### config.mk
export PLATFORM = sky130hd
export DESIGN_NAME = nr1w_dup_top
export DESIGN_NICKNAME = d
export VERILOG_FILES = /design/src/hdl/nr1w_dup_pkg.sv /design/src/hdl/mem_req_if.sv /design/src/hdl/nr1w_dup_top.sv /design/src/hdl/read_return.sv /design/src/hdl/bank_req_map.sv /design/src/hdl/write_hold_buf.sv /design/src/hdl/req_capture.sv
export VERILOG_INCLUDE_DIRS = /design/src /design/src/hdl
export SDC_FILE = /design/constraint.sdc
export NUM_CORES = 1
export LEC_CHECK = 0
export BUFFER_PORTS_ARGS = -buffer_cell sky130_fd_sc_hd__buf_2
export CAP_MARGIN = 20
export CORE_AREA = 2 2 296 298
export DETAILED_ROUTE_END_ITERATION = 10
export DIE_AREA = 0 0 298 300
export GPL_TIMING_DRIVEN = 0
export SYNTH_ARGS = -nofsm -noshare
export SYNTH_HDL_FRONTEND = slang
export SYNTH_SLANG_ARGS = --single-unit
### constraint.sdc
create_clock -name clk -period 12.3 [get_ports clk]
set_clock_uncertainty 0.05 [all_clocks]
set_input_delay 0 -clock clk [delete_from_list [all_inputs] [get_ports clk]]
set_output_delay 0 -clock clk [all_outputs]
set_load 0.1 [all_outputs]
### src/hdl/nr1w_dup_defines.svh
`ifndef NR1W_DUP_DEFINES_SVH
`define NR1W_DUP_DEFINES_SVH

// ##################################################
// word and port sizes
// ##################################################
`define WIDTH      32  // data word.
`define NUMRDPT    2   // read ports, one bank copy each.

// ##################################################
// address geometry, powers of two only
// ##################################################
`define NUMVBNK    4   // banks.
`define BITVBNK    2
`define NUMVROW    16  // rows per bank.
`define BITVROW    4
`define NUMCOLS    4   // columns per row.
`define BITCOLS    2
`define BITADDR    8   // bank + row + col.

// bank read latency, pread to pdout.
`define SRAM_DELAY 2

`endif
### src/hdl/nr1w_dup_pkg.sv
`include "nr1w_dup_defines.svh"

package nr1w_dup_pkg;

  // ##################################################
  // scalar fields
  // ##################################################
  typedef logic [`WIDTH-1:0]   word_t;   // one data word.
  typedef logic [`BITADDR-1:0] vaddr_t;  // virtual address.
  typedef logic [`BITVBNK-1:0] bank_t;
  typedef logic [`BITVROW-1:0] row_t;
  typedef logic [`BITCOLS-1:0] col_t;

  // ##################################################
  // composite addresses
  // ##################################################

  // split form of a virtual address.
  typedef struct packed {
    bank_t bank;
    row_t  row;
    col_t  col;
  } loc_t;

  // address inside one bank copy, column in the low bits.
  typedef struct packed {
    row_t row;
    col_t col;
  } padr_t;

endpackage

### src/hdl/mem_req_if.sv
`timescale 1ns/10ps

// write request after capture, shared by all bank copies.
interface mem_wr_if;
  import nr1w_dup_pkg::*;

  logic  vld;   // single cycle strobe.
  loc_t  loc;   // bank, row, col.
  word_t data;

  modport src (
    output vld,
    output loc,
    output data
  );

  modport dst (
    input vld,
    input loc,
    input data
  );
endinterface

// read request of one port after capture.
interface mem_rd_if;
  import nr1w_dup_pkg::*;

  logic vld;  // single cycle strobe.
  loc_t loc;

  modport src (
    output vld,
    output loc
  );

  modport dst (
    input vld,
    input loc
  );
endinterface

### src/hdl/nr1w_dup_top.sv
`timescale 1ns/10ps
`include "nr1w_dup_defines.svh"

module nr1w_dup_top (
  input  logic                                             clk,
  input  logic                                             rst,
  input  logic                                             vwrite,
  input  logic [`BITADDR-1:0]                              vwraddr,
  input  logic [`WIDTH-1:0]                                vdin,
  input  logic [`NUMRDPT-1:0]                              vread,
  input  logic [`NUMRDPT*`BITADDR-1:0]                     vrdaddr,
  output logic [`NUMRDPT-1:0]                              vread_vld,
  output logic [`NUMRDPT*`WIDTH-1:0]                       vdout,
  output logic [`NUMRDPT-1:0]                              vread_fwrd,
  output logic [`NUMRDPT*`NUMVBNK-1:0]                     pwrite,
  output logic [`NUMRDPT*`NUMVBNK*(`BITVROW+`BITCOLS)-1:0] pwrradr,
  output logic [`NUMRDPT*`NUMVBNK*`WIDTH-1:0]              pdin,
  output logic [`NUMRDPT*`NUMVBNK-1:0]                     pread,
  output logic [`NUMRDPT*`NUMVBNK*(`BITVROW+`BITCOLS)-1:0] prdradr,
  input  logic [`NUMRDPT*`NUMVBNK*`WIDTH-1:0]              pdout,
  output logic                                             ready
);

  mem_wr_if wr_if ();
  mem_rd_if rd_if [`NUMRDPT] ();

  logic [`NUMRDPT-1:0]        fwd_hit;
  logic [`NUMRDPT*`WIDTH-1:0] fwd_data;  // one word per port.

  req_capture capture_i (
    .clk     (clk),
    .rst     (rst),
    .vwrite  (vwrite),
    .vwraddr (vwraddr),
    .vdin    (vdin),
    .vread   (vread),
    .vrdaddr (vrdaddr),
    .ready   (ready),
    .wr      (wr_if),
    .rd      (rd_if)
  );

  bank_req_map map_i (
    .wr      (wr_if),
    .rd      (rd_if),
    .pwrite  (pwrite),
    .pwrradr (pwrradr),
    .pdin    (pdin),
    .pread   (pread),
    .prdradr (prdradr)
  );

  // ##################################################
  // per read port
  // ##################################################
  for (genvar k = 0; k < `NUMRDPT; k++) begin : g_port
    write_hold_buf hold_i (
      .clk      (clk),
      .rst      (rst),
      .wr       (wr_if),
      .rd       (rd_if[k]),
      .fwd_hit  (fwd_hit[k]),
      .fwd_data (fwd_data[k*`WIDTH +: `WIDTH])
    );

    read_return #(.PORT(k)) return_i (
      .clk        (clk),
      .rd         (rd_if[k]),
      .fwd_hit    (fwd_hit[k]),
      .fwd_data   (fwd_data[k*`WIDTH +: `WIDTH]),
      .pdout      (pdout),
      .vread_vld  (vread_vld[k]),
      .vdout      (vdout[k*`WIDTH +: `WIDTH]),
      .vread_fwrd (vread_fwrd[k])
    );
  end

endmodule

### src/hdl/read_return.sv
`timescale 1ns/10ps
`include "nr1w_dup_defines.svh"

module read_return #(
  parameter int PORT = 0
) (
  input  logic                                        clk,
  mem_rd_if.dst                                       rd,
  input  logic                                        fwd_hit,
  input  nr1w_dup_pkg::word_t                         fwd_data,
  input  nr1w_dup_pkg::word_t [`NUMRDPT*`NUMVBNK-1:0] pdout,
  output logic                                        vread_vld,
  output nr1w_dup_pkg::word_t                         vdout,
  output logic                                        vread_fwrd
);
  import nr1w_dup_pkg::*;

  localparam int LAST  = `SRAM_DELAY - 1;
  localparam int CSELW = $clog2(`NUMRDPT * `NUMVBNK);

  logic [`SRAM_DELAY-1:0] vld_pipe;
  logic [`SRAM_DELAY-1:0] hit_pipe;
  bank_t                  bank_pipe [`SRAM_DELAY];
  word_t                  data_pipe [`SRAM_DELAY];
  logic [CSELW-1:0]       copy_sel;

  // ##################################################
  // delay line matching the bank latency
  // ##################################################
  always_ff @(posedge clk) begin
    vld_pipe[0]  <= rd.vld;
    hit_pipe[0]  <= fwd_hit;
    bank_pipe[0] <= rd.loc.bank;
    data_pipe[0] <= fwd_data;
    for (int s = 1; s < `SRAM_DELAY; s++) begin
      vld_pipe[s]  <= vld_pipe[s-1];
      hit_pipe[s]  <= hit_pipe[s-1];
      bank_pipe[s] <= bank_pipe[s-1];
      data_pipe[s] <= data_pipe[s-1];
    end
  end

  // ##################################################
  // output select
  // ##################################################
  assign copy_sel = CSELW'(bank_pipe[LAST] * `NUMRDPT + PORT);  // own copy of the bank.

  assign vread_vld  = vld_pipe[LAST];
  assign vread_fwrd = vld_pipe[LAST] && hit_pipe[LAST];
  assign vdout      = hit_pipe[LAST] ? data_pipe[LAST] : pdout[copy_sel];

endmodule

### src/hdl/bank_req_map.sv
`timescale 1ns/10ps
`include "nr1w_dup_defines.svh"

module bank_req_map (
  mem_wr_if.dst                                            wr,
  mem_rd_if.dst                                            rd [`NUMRDPT],
  output logic [`NUMRDPT*`NUMVBNK-1:0]                     pwrite,
  output nr1w_dup_pkg::padr_t [`NUMRDPT*`NUMVBNK-1:0]      pwrradr,
  output nr1w_dup_pkg::word_t [`NUMRDPT*`NUMVBNK-1:0]      pdin,
  output logic [`NUMRDPT*`NUMVBNK-1:0]                     pread,
  output nr1w_dup_pkg::padr_t [`NUMRDPT*`NUMVBNK-1:0]      prdradr
);
  import nr1w_dup_pkg::*;

  padr_t wr_padr;

  assign wr_padr = {wr.loc.row, wr.loc.col};

  // ##################################################
  // copy index is bank * NUMRDPT + port
  // ##################################################
  for (genvar b = 0; b < `NUMVBNK; b++) begin : g_bank
    logic wr_hit;

    assign wr_hit = wr.vld && (wr.loc.bank == bank_t'(b));

    for (genvar k = 0; k < `NUMRDPT; k++) begin : g_copy
      logic  rd_hit;
      padr_t rd_padr;

      assign rd_hit  = rd[k].vld && (rd[k].loc.bank == bank_t'(b));
      assign rd_padr = {rd[k].loc.row, rd[k].loc.col};

      // every copy of the bank takes the write.
      assign pwrite[b*`NUMRDPT+k]  = wr_hit;
      assign pwrradr[b*`NUMRDPT+k] = wr_hit ? wr_padr : '0;
      assign pdin[b*`NUMRDPT+k]    = wr_hit ? wr.data : '0;

      // port k only reads its own copy.
      assign pread[b*`NUMRDPT+k]   = rd_hit;
      assign prdradr[b*`NUMRDPT+k] = rd_hit ? rd_padr : '0;
    end
  end

endmodule

### src/hdl/write_hold_buf.sv
`timescale 1ns/10ps
`include "nr1w_dup_defines.svh"

module write_hold_buf (
  input  logic                clk,
  input  logic                rst,
  mem_wr_if.dst               wr,
  mem_rd_if.dst               rd,
  output logic                fwd_hit,
  output nr1w_dup_pkg::word_t fwd_data
);
  import nr1w_dup_pkg::*;

  // one entry per column.
  logic [`NUMCOLS-1:0] hold_vld;
  bank_t               hold_bank [`NUMCOLS];
  row_t                hold_row  [`NUMCOLS];
  word_t               hold_data [`NUMCOLS];

  logic move;
  logic clear;
  logic wr_match;

  // read and write collide on the same bank row.
  assign move = rd.vld && wr.vld &&
                (rd.loc.bank == wr.loc.bank) && (rd.loc.row == wr.loc.row);

  // entry at the write column already holds this address.
  assign wr_match = hold_vld[wr.loc.col] &&
                    (hold_bank[wr.loc.col] == wr.loc.bank) &&
                    (hold_row[wr.loc.col] == wr.loc.row);

  assign clear = !move && wr.vld && wr_match;  // bank copy now has newest data.

  // ##################################################
  // entry update
  // ##################################################
  always_ff @(posedge clk) begin
    if (rst) begin
      hold_vld <= '0;
    end else if (move) begin
      hold_vld[wr.loc.col] <= 1'b1;
    end else if (clear) begin
      hold_vld[wr.loc.col] <= 1'b0;
    end
  end

  always_ff @(posedge clk) begin
    if (move) begin
      hold_bank[wr.loc.col] <= wr.loc.bank;
      hold_row[wr.loc.col]  <= wr.loc.row;
      hold_data[wr.loc.col] <= wr.data;
    end
  end

  // lookup sees the state before this cycle's update.
  assign fwd_hit = rd.vld && hold_vld[rd.loc.col] &&
                   (hold_bank[rd.loc.col] == rd.loc.bank) &&
                   (hold_row[rd.loc.col] == rd.loc.row);
  assign fwd_data = hold_data[rd.loc.col];

endmodule

### src/hdl/req_capture.sv
`timescale 1ns/10ps
`include "nr1w_dup_defines.svh"

module req_capture (
  input  logic                                clk,
  input  logic                                rst,
  input  logic                                vwrite,
  input  nr1w_dup_pkg::vaddr_t                vwraddr,
  input  nr1w_dup_pkg::word_t                 vdin,
  input  logic [`NUMRDPT-1:0]                 vread,
  input  nr1w_dup_pkg::vaddr_t [`NUMRDPT-1:0] vrdaddr,
  output logic                                ready,
  mem_wr_if.src                               wr,
  mem_rd_if.src                               rd [`NUMRDPT]
);
  import nr1w_dup_pkg::*;

  logic                  vwrite_q;
  vaddr_t                vwraddr_q;
  word_t                 vdin_q;
  logic [`NUMRDPT-1:0]   vread_q;
  vaddr_t [`NUMRDPT-1:0] vrdaddr_q;

  // bank in the low bits, then col, then row on top.
  function automatic loc_t split_addr(input vaddr_t addr);
    loc_t loc;
    loc.bank = addr[`BITVBNK-1:0];
    {loc.row, loc.col} = addr[`BITADDR-1:`BITVBNK];
    return loc;
  endfunction

  // ##################################################
  // strobes and ready
  // ##################################################
  always_ff @(posedge clk) begin
    if (rst) begin
      ready    <= 1'b0;
      vwrite_q <= 1'b0;
      vread_q  <= '0;
    end else begin
      ready    <= 1'b1;                          // one cycle after reset drops.
      vwrite_q <= vwrite & ready;                // ignored until ready.
      vread_q  <= vread & {`NUMRDPT{ready}};
    end
  end

  always_ff @(posedge clk) begin
    vwraddr_q <= vwraddr;
    vdin_q    <= vdin;
    vrdaddr_q <= vrdaddr;
  end

  // ##################################################
  // drive the request interfaces
  // ##################################################
  assign wr.vld  = vwrite_q;
  assign wr.loc  = split_addr(vwraddr_q);
  assign wr.data = vdin_q;

  for (genvar i = 0; i < `NUMRDPT; i++) begin : g_rd
    assign rd[i].vld = vread_q[i];
    assign rd[i].loc = split_addr(vrdaddr_q[i]);
  end

endmodule

==> results of run 1 <==
-- placed cells by master (no fill, tap or decap), types with 5 or more instances in the layout --
cell type      count
and2_1           205
buf_2            773
buf_4            174
buf_6             14
buf_8              8
bufinv_16          5
clkbuf_1          57
clkbuf_16         59
clkbuf_8          13
clkinv_2           5
clkinvlp_4         7
dfxtp_1          212
dlygate4sd3_1    118
edfxtp_1         304
mux2_2            64
mux2i_1            5
mux4_1             5
mux4_2           148
nand2_1            7
nand4_1            5
nor2_1            11
xnor2_1           28
xor2_1             9
-- state kept, by name, summed over array words and instances, names as in the netlist, 2 cells and up, named ones only --
signal                     cells
g_port.hold_i.hold_row        32
capture_i.vread_q              2
capture_i.vwraddr_q            8
g_port.return_i.bank_pipe      8
capture_i.rd.loc              16
capture_i.wr.data             32
g_port.hold_i.hold_data      256
g_port.return_i.hit_pipe       4
g_port.return_i.vld_pipe       4
g_port.hold_i.hold_bank       16
g_port.return_i.data_pipe    128
-- kinds of logic (layout without fill, tap and decap cells) --
kind of cell,after synthesis,in the layout,synth area share
other,0,4,0
muxes,222,222,0.1987
xor gates and xnor gates,37,37,0.01521
buffers and inverters,249,1255,0.07661
and+or+nand+nor,259,259,0.07626
AOI/OAI and AO/OA,18,18,0.005753
DFF,516,516,0.6275
-- metrics by stage --
stage | setup slack [ns] | cells | hold slack [ns]
final | 8.115 | 3466 | 0.05946
after global routing | 8.031 | 3462 | 0.01983
after CTS | 8.003 | 3462 | 0.01320
after detailed placement | 8.687 | 3234 | 0.05359
after global placement | 4.077 | 3208 | 0.05314
after floorplan | 7.894 | 1301 | -0.02228
-- cells in the mapped netlist (5+ instances only) --
master,count,share of area
mux2_2,64,0.034
nor2_1,11,0.0019
dfxtp_1,212,0.20
mux2i_1,5,0.0023
edfxtp_1,304,0.43
nand2_1,7,0.0012
xor2_1,9,0.0037
xnor2_1,28,0.012
clkbuf_1,46,0.0081
buf_2,21,0.0049
mux4_2,148,0.16
mux4_1,5,0.0062
nand4_1,5,0.0015
and2_1,209,0.061
buf_4,173,0.061
-- per-layer routing --
| layer | track usage | part of all wire | vias to the layer above |
|---|---|---|---|
| met5 | 0 | 0.00033 | - |
| met4 | 0.05767 | 0.031 | 4 |
| met3 | 0.02666 | 0.061 | 132 |
| met2 | 0.2752 | 0.49 | 676 |
| met1 | 0.2040 | 0.41 | 7302 |
| li1 | - | - | 6578 |
-- final timing paths --
check	end	slack, ns	depth (start not counted)
setup / recovery	pdin[250]	8.11	7
hold / removal	capture_i.rd[1].loc[7]	0.06	2
setup reg to reg	g_port[0].hold_i.hold_data[2][7]	9.11	6
hold reg to reg	g_port[0].return_i.data_pipe[0][36]	0.27	0
-- worst max-delay path, stage by stage (launching register included) --
cell and delay, ns:
dfxtp_1 0.54, buf_2 0.32, and3_1 0.41, clkbuf_1 0.96, clkbuf_1 0.47, and2_1 0.27, buf_4 0.12, buf_2 0.41
-- where the power goes --
group	internal (mW)	switching [mW]	total, mW
Clock	1.07	0.723	1.79
Sequential	1.86	0.0387	1.90
Combinational	0.179	0.380	0.559
-- cell type report --
type                            count  area share
Clock inverter                     25     0.01046
Inverter                            2   0.0002490
Buffer                            247     0.05398
Timing Repair Buffer              896      0.1768
Clock buffer                       85     0.05651
Sequential cell                   516      0.4435
Antenna cell                        4   0.0003319
Multi-Input combinational cell    536      0.2103
Tap cell                         1155     0.04792
==> flow_metrics.env, run 1 <==
export IMPL_place_gp_congestion=0.8821
export IMPL_ys_ff_latch=516
export IMPL_core_um2=86210
export IMPL_maxSlewViolCount=0
export IMPL_seqCellArea_um2=13370
export IMPL_r2r_start="capture_i.vwraddr_q[7]"
export IMPL_cts_tree="done"
export IMPL_maxSlewHeadroom=0.1703
export IMPL_rsz0062_at_grt="false"
export IMPL_start_kind="register"
export IMPL_status="finished clean"
export IMPL_startpoint="capture_i.vwraddr_q[1]"
export IMPL_dpl_cell_area_um2=26940
export IMPL_antenna_found_initial=6
export IMPL_worstSetupPathType="reg -> out"
export IMPL_initial_utilization=0.2472
export IMPL_io_buffer_count=752
export IMPL_grt_usage=0.1604
export IMPL_grt_pass1_vias=14676
export IMPL_max_cap_viol_count=0
export IMPL_postCtsSetupBuffers=0
export IMPL_post_drt_wl_per_cell_um=21.68
export IMPL_cts_buffer_depth=3
export IMPL_vias=14692
export IMPL_ant_nets=0
export IMPL_area_delta_synth_final_pct=41.49
export IMPL_max_freq_mhz=238.9
export IMPL_clk_pin_slew_ns=0.06
export IMPL_dpl_hpwl_um=56610
export IMPL_synth_cells=1301
export IMPL_fin_crit_ns=4.185
export IMPL_insertion_delay_ns=0.63
export IMPL_grt_pass1_wl_um=103600
export IMPL_cts_root_buf="clkbuf_16"
export IMPL_tightest_slew_ns=1.245
export IMPL_finalWirelength_um=75150
export IMPL_ir_drop_mv=0.09342
export IMPL_cp_required_ns=12.25
export IMPL_ioPinCount=754
export IMPL_numCtsBuffers=58
export IMPL_synthFlopType="edfxtp_1"
export IMPL_cts_max_level=2
export IMPL_rows=108
export IMPL_clock_sinks=516
export IMPL_nFillCells=8398
export IMPL_hold_path_class="in -> reg"
export IMPL_postLayoutCellArea_um2=30160
export IMPL_worstHoldStart="vrdaddr[9]"
export IMPL_yosysSeqAreaShare=0.6275
export IMPL_drive_gt1_frac=0.5622
export IMPL_synth_area_per_cell_um2=16.38
export IMPL_hold_violations=0
export IMPL_totalNegativeSetupSlack_ns=0
export IMPL_ys_warn_count=0
export IMPL_final_setup_viol_count=0
export IMPL_arrival_ns=4.14
export IMPL_vias_per_cell=4.239
export IMPL_drc=0
export IMPL_die_h_um=300
export IMPL_synth_async_sr_flop_share=0
export IMPL_die_area_um2=89400
export IMPL_critPathCaptureType="output port"
export IMPL_overflow=0
export IMPL_synth_edf_count=304
export IMPL_p_leak_nw=12.93
export IMPL_drtPass1Iterations=5
export IMPL_final_nets=2574
export IMPL_fin_crit_sh=0.3403
export IMPL_multiInputGateArea_um2=6341
export IMPL_ys_types=36
export IMPL_cts_resized=0
export IMPL_synth_fp_nets=1618
export IMPL_grt_max_degree=22
export IMPL_crit_fanout=10
export IMPL_die_x_um=298
export IMPL_powerDensity_nw_per_um2=141.0
export IMPL_p_total_mw=4.253
export IMPL_drt_iter0_drc=1099
export IMPL_synthesis_area_um2=21310
export IMPL_ctsHoldBuffers=118
export IMPL_finish_utilization=0.3498
Note: power is estimated with default switching activity, not from simulation.
==> run 2, diff against run 1 <==
==> constraint.sdc (replaced) <==
create_clock -name clk -period 3.45 [get_ports clk]
set_clock_uncertainty 0.05 [all_clocks]
set_input_delay 0 -clock clk [delete_from_list [all_inputs] [get_ports clk]]
set_output_delay 0 -clock clk [all_outputs]
set_load 0.1 [all_outputs]
==> flow_metrics.env, run 2 (synthesized netlist as in run 1, its figures left out) <==
export IMPL_dp_slack_ns=0.06144
export IMPL_cp_required_ns=3.40
export IMPL_fin_crit_sh=0.9657
export IMPL_status="finished clean"
export IMPL_totalNegativeSetupSlack_ns=0
export IMPL_clk_pin_slew_ns=0.06
export IMPL_final_nets=2567
export IMPL_initial_utilization=0.2472
export IMPL_post_drt_wl_per_cell_um=21.43
export IMPL_powerDensity_nw_per_um2=497.6
export IMPL_finalWirelength_um=74220
export IMPL_hold_ws_ns=0.05247
export IMPL_rows=108
export IMPL_cts_root_buf="clkbuf_16"
export IMPL_die_x_um=298
export IMPL_r2r_start="capture_i.vwraddr_q[1]"
export IMPL_numCtsBuffers=57
export IMPL_mostFrequentLayoutCells="770 x buf_2, 304 x edfxtp_1, 212 x dfxtp_1"
export IMPL_overflow=0
export IMPL_clock_sinks=516
export IMPL_ioPinCount=754
export IMPL_grt_pass1_wl_um=102200
export IMPL_fin_crit_ns=3.332
export IMPL_p_leak_nw=12.95
export IMPL_largest_reg_flops=256
export IMPL_io_buffer_count=752
export IMPL_reg_top3="g_port.hold_i.hold_data: 256 flops, g_port.return_i.data_pipe: 128 flops"
export IMPL_drt_iter0_drc=976
export IMPL_grt_max_degree=39
export IMPL_crit_fanout=10
export IMPL_final_cells=3464
export IMPL_critPathCaptureType="output port"
export IMPL_insertion_delay_ns=0.59
export IMPL_worstSetupPathType="reg -> out"
export IMPL_place_gp_congestion=0.8547
export IMPL_grt_usage=0.1587
export IMPL_p_total_mw=15.01
export IMPL_ant_nets=0
export IMPL_startpoint="capture_i.vwraddr_q[0]"
export IMPL_hold_violations=0
export IMPL_hold_path_class="in -> reg"
export IMPL_cts_buffer_depth=3
export IMPL_antenna_found_initial=12
export IMPL_ir_drop_mv=0.3446
export IMPL_area_delta_synth_final_pct=41.51
export IMPL_regMostFlops="g_port.hold_i.hold_data"
export IMPL_rsz0062_at_grt="false"
export IMPL_arrival_ns=3.28
export IMPL_cts_max_level=2
export IMPL_vias=14569
export IMPL_maxSlewViolCount=0
export IMPL_drc=0
export IMPL_tightest_slew_ns=0.9150
export IMPL_start_kind="register"
export IMPL_drtPass1Iterations=5
export IMPL_final_common_cell="buf_2"
export IMPL_die_area_um2=89400
export IMPL_setup_ws_ns=0.1184
export IMPL_dpl_hpwl_um=56680
export IMPL_worstHoldStart="vdin[5]"
export IMPL_max_freq_mhz=300.2
export IMPL_cts_tree="done"
export IMPL_place_inst=3234
export IMPL_maxSlewHeadroom=0.3900
export IMPL_final_setup_viol_count=0
export IMPL_postCtsSetupBuffers=0
export IMPL_core_um2=86210
export IMPL_grt_pass1_vias=14629
export IMPL_drive_gt1_frac=0.5692
export IMPL_vias_per_cell=4.206
export IMPL_max_cap_viol_count=0
export IMPL_die_h_um=300
[run 2: what timing repair did]
action / CTS / global route
endpoints found under the setup margin: 167 / 4
hold endpoints to repair: 68 / 0
gates resized for setup: 12 / 0
hold buffers: 117 / 0
[run 2: power by group]
part	leakage (nW)	switching (mW)	internal, mW	total, mW
Sequential	4.51	0.143	6.63	6.78
Clock	0.947	2.54	3.71	6.25
Combinational	7.49	1.34	0.640	1.98
Total	12.9	4.02	11.0	15.0
[run 2: stage by stage]
step	util	cell area, um2
after floorplan	-	21340
after global placement	0.3080	26550
after detailed placement	0.3132	27000
after CTS	0.3495	30140
after global routing	0.3496	30140
final	0.3498	30160
[run 2: final cells by class]
| cell class | instances | area [um2] |
|---|---|---|
| fill | 8446 | 56050 |
| sequential | 516 | 13370 |
| multi-input combinational | 536 | 6357 |
| timing repair buffer | 895 | 5373 |
| clock buffer | 75 | 1628 |
| buffer | 242 | 1619 |
| tap | 1155 | 1445 |
| clock inverter | 32 | 329.1 |
| antenna | 11 | 27.53 |
| inverter | 2 | 7.507 |
[run 2: path summary, 6_finish.rpt]
| check | end | slack, ns | depth (start not counted) |
|---|---|---|---|
| worst max-delay path | pdin[117] | 0.12 | 8 |
| worst min-delay path | capture_i.wr.data[5] | 0.05 | 2 |
| worst max register to register | g_port[0].hold_i.hold_data[2][12] | 0.33 | 6 |
| worst min register to register | g_port[0].return_i.data_pipe[0][50] | 0.27 | 0 |
[run 2: routing by layer]
layer,track usage,share of wire,vias to the layer above
li1,-,-,6579
met1,0.1998,0.41,7241
met2,0.2720,0.49,632
met3,0.03100,0.067,115
met4,0.05528,0.031,2
met5,0,0.00016,-
[run 2: critical path, cell delays in order, from the launching register on]
cell and delay [ns]:
dfxtp_1 0.54, buf_4 0.27, nand2_1 0.10, nor2_1 0.15, clkbuf_2 0.35, clkbuf_2 0.41, and2_1 0.30, buf_4 0.14
buf_2 0.41
==> run 3, diff against run 2 <==
--- a/config.mk
+++ b/config.mk
@@ -7,7 +7,6 @@
 export NUM_CORES = 1
 export LEC_CHECK = 0
 export BUFFER_PORTS_ARGS = -buffer_cell sky130_fd_sc_hd__buf_2
-export CAP_MARGIN = 20
 export CORE_AREA = 2 2 296 298
 export DETAILED_ROUTE_END_ITERATION = 10
 export DIE_AREA = 0 0 298 300
==> constraint.sdc (replaced) <==
create_clock -name clk -period 3.7 [get_ports clk]
set_clock_uncertainty 0.05 [all_clocks]
set_input_delay 0 -clock clk [delete_from_list [all_inputs] [get_ports clk]]
set_output_delay 0 -clock clk [all_outputs]
set_load 0.1 [all_outputs]
==> flow_metrics.env, run 3 (synthesized netlist as in run 1, its figures left out) <==
export IMPL_initial_utilization=0.2472
export IMPL_crit_fanout=11
export IMPL_postLayoutCellArea_um2=29800
export IMPL_core_um2=86210
export IMPL_nFillCells=8446
export IMPL_clock_sinks=516
export IMPL_rows=108
export IMPL_insertion_delay_ns=0.59
export IMPL_p_int_mw=9.968
export IMPL_grt_pass1_wl_um=103100
export IMPL_vias_per_cell=4.253
export IMPL_die_area_um2=89400
export IMPL_drtPass1Iterations=5
export IMPL_grt_pass1_vias=14711
export IMPL_cts_tree="done"
export IMPL_ant_nets=0
export IMPL_postCtsSetupBuffers=0
export IMPL_hold_violations=0
export IMPL_reg_top3="g_port.hold_i.hold_data: 256 flops, g_port.return_i.data_pipe: 128 flops"
export IMPL_ioPinCount=754
export IMPL_powerDensity_nw_per_um2=457.7
export IMPL_tightest_slew_ns=1.241
export IMPL_maxSlewHeadroom=0.1723
export IMPL_rsz0062_at_grt="false"
export IMPL_seq_power_share=0.463
export IMPL_final_nets=2559
export IMPL_overflow=0
export IMPL_worstSetupPathType="reg -> out"
export IMPL_post_drt_wl_per_cell_um=21.68
export IMPL_max_cap_viol_count=0
export IMPL_cts_max_level=2
export IMPL_maxSlewViolCount=0
export IMPL_switching_share=0.2692
export IMPL_multiInputGateArea_um2=6352
export IMPL_place_gp_congestion=0.8483
export IMPL_drive_gt1_frac=0.5599
export IMPL_final_setup_viol_count=0
export IMPL_finish_utilization=0.3457
export IMPL_drc=0
export IMPL_regMostFlops="g_port.hold_i.hold_data"
export IMPL_status="finished clean"
export IMPL_dpl_hpwl_um=55790
export IMPL_hold_path_class="in -> reg"
export IMPL_fin_crit_sh=0.9544
export IMPL_clk_pin_slew_ns=0.06
export IMPL_die_h_um=300
export IMPL_mostFrequentLayoutCells="774 x buf_2, 304 x edfxtp_1, 212 x dfxtp_1"
export IMPL_dpl_cell_area_um2=26810
export IMPL_grt_max_degree=39
export IMPL_antenna_found_initial=12
export IMPL_grt_usage=0.1599
export IMPL_seqCellArea_um2=13370
export IMPL_cts_root_buf="clkbuf_16"
export IMPL_cp_required_ns=3.65
export IMPL_io_buffer_count=752
export IMPL_power_frac_clock=0.400
export IMPL_max_freq_mhz=283.2
export IMPL_p_leak_nw=12.77
export IMPL_start_kind="register"
export IMPL_arrival_ns=3.48
export IMPL_vias=14655
export IMPL_drt_iter0_drc=1240
export IMPL_die_x_um=298
export IMPL_ir_drop_mv=0.2974
export IMPL_cts_buffer_depth=3
export IMPL_critPathCaptureType="output port"
export IMPL_place_inst=3224
export IMPL_comb_power_share=0.136
export IMPL_fin_crit_ns=3.531
export IMPL_final_common_cell="buf_2"
export IMPL_finalWirelength_um=74710
export IMPL_numCtsBuffers=55
export IMPL_final_cells=3446
export IMPL_largest_reg_flops=256
export IMPL_area_delta_synth_final_pct=39.82
export IMPL_power_switching_mw=3.672
[run 3: worst paths after layout]
check | start | to | slack [ns] | cells past startpoint
max | g_port[0].return_i.hit_pipe[1] | vdout[27] | 0.17 | 4
min | vdin[1] | capture_i.wr.data[1] | 0.07 | 2
max reg2reg | capture_i.vwraddr_q[7] | g_port[0].hold_i.hold_data[1][13] | 0.63 | 5
min reg2reg | g_port[0].return_i.data_pipe[0][16] | g_port[0].return_i.data_pipe[0][48] | 0.27 | 0
[run 3: power by group through the flow]
stage          Sequential, mW  Combinational (mW)  Clock [mW]
5_1_grt                  6.34                1.93        5.84
3_3_place_gp             6.44                1.77           0
2_1_floorplan            6.37                1.33           0
6_report                 6.32                1.86        5.46
4_1_cts                  6.33                1.87        5.63
3_5_place_dp             6.44                1.78           0
[run 3: area by class of cell]
cell class | instances | area share
repair buffers | 886 | 0.1740
flip-flops and latches | 516 | 0.4488
inverters | 2 | 0.0002519
clock inverters | 31 | 0.01003
well taps | 1155 | 0.04849
diodes | 3 | 0.0002519
multi-input cells | 536 | 0.2132
clock buffers | 72 | 0.05009
plain buffers | 245 | 0.05492
[run 3: critical path: stages, from the launching register on]
cell	delay (ns)
dfxtp_1	0.30
clkbuf_1	0.77
clkbuf_1	0.98
mux2_2	0.38
buf_2	0.44
[run 3: timing repair]
| item | CTS | global route |
|---|---|---|
| resized for setup | 10 | 1 |
| pin swaps | 0 | 0 |
| endpoints found under the setup margin | 171 | 1 |
| endpoints found under the hold margin | 68 | 0 |
| hold buffers | 118 | 0 |
[run 3: metal layers]
metal  global-route usage  vias to the layer above  share of wire
li1                     -                     6545              -
met1               0.2032                     7328           0.41
met2               0.2730                      659           0.49
met3              0.02833                      115          0.063
met4              0.05815                        8          0.034
met5                    0                        -        0.00062
[run 3: stage by stage]
step                      total power [mW]  TNS [ns]  hold WS, ns  worst slack [ns]
after floorplan                      7.696         0     -0.02228            0.1608
after global placement               8.215   -348.74      0.05298            -2.086
after detailed placement             8.219  -0.05619      0.05360          -0.03830
after CTS                            13.82         0      0.02297           0.02191
after global routing                 14.11         0      0.06001           0.01939
final                                13.64         0      0.06592            0.1687
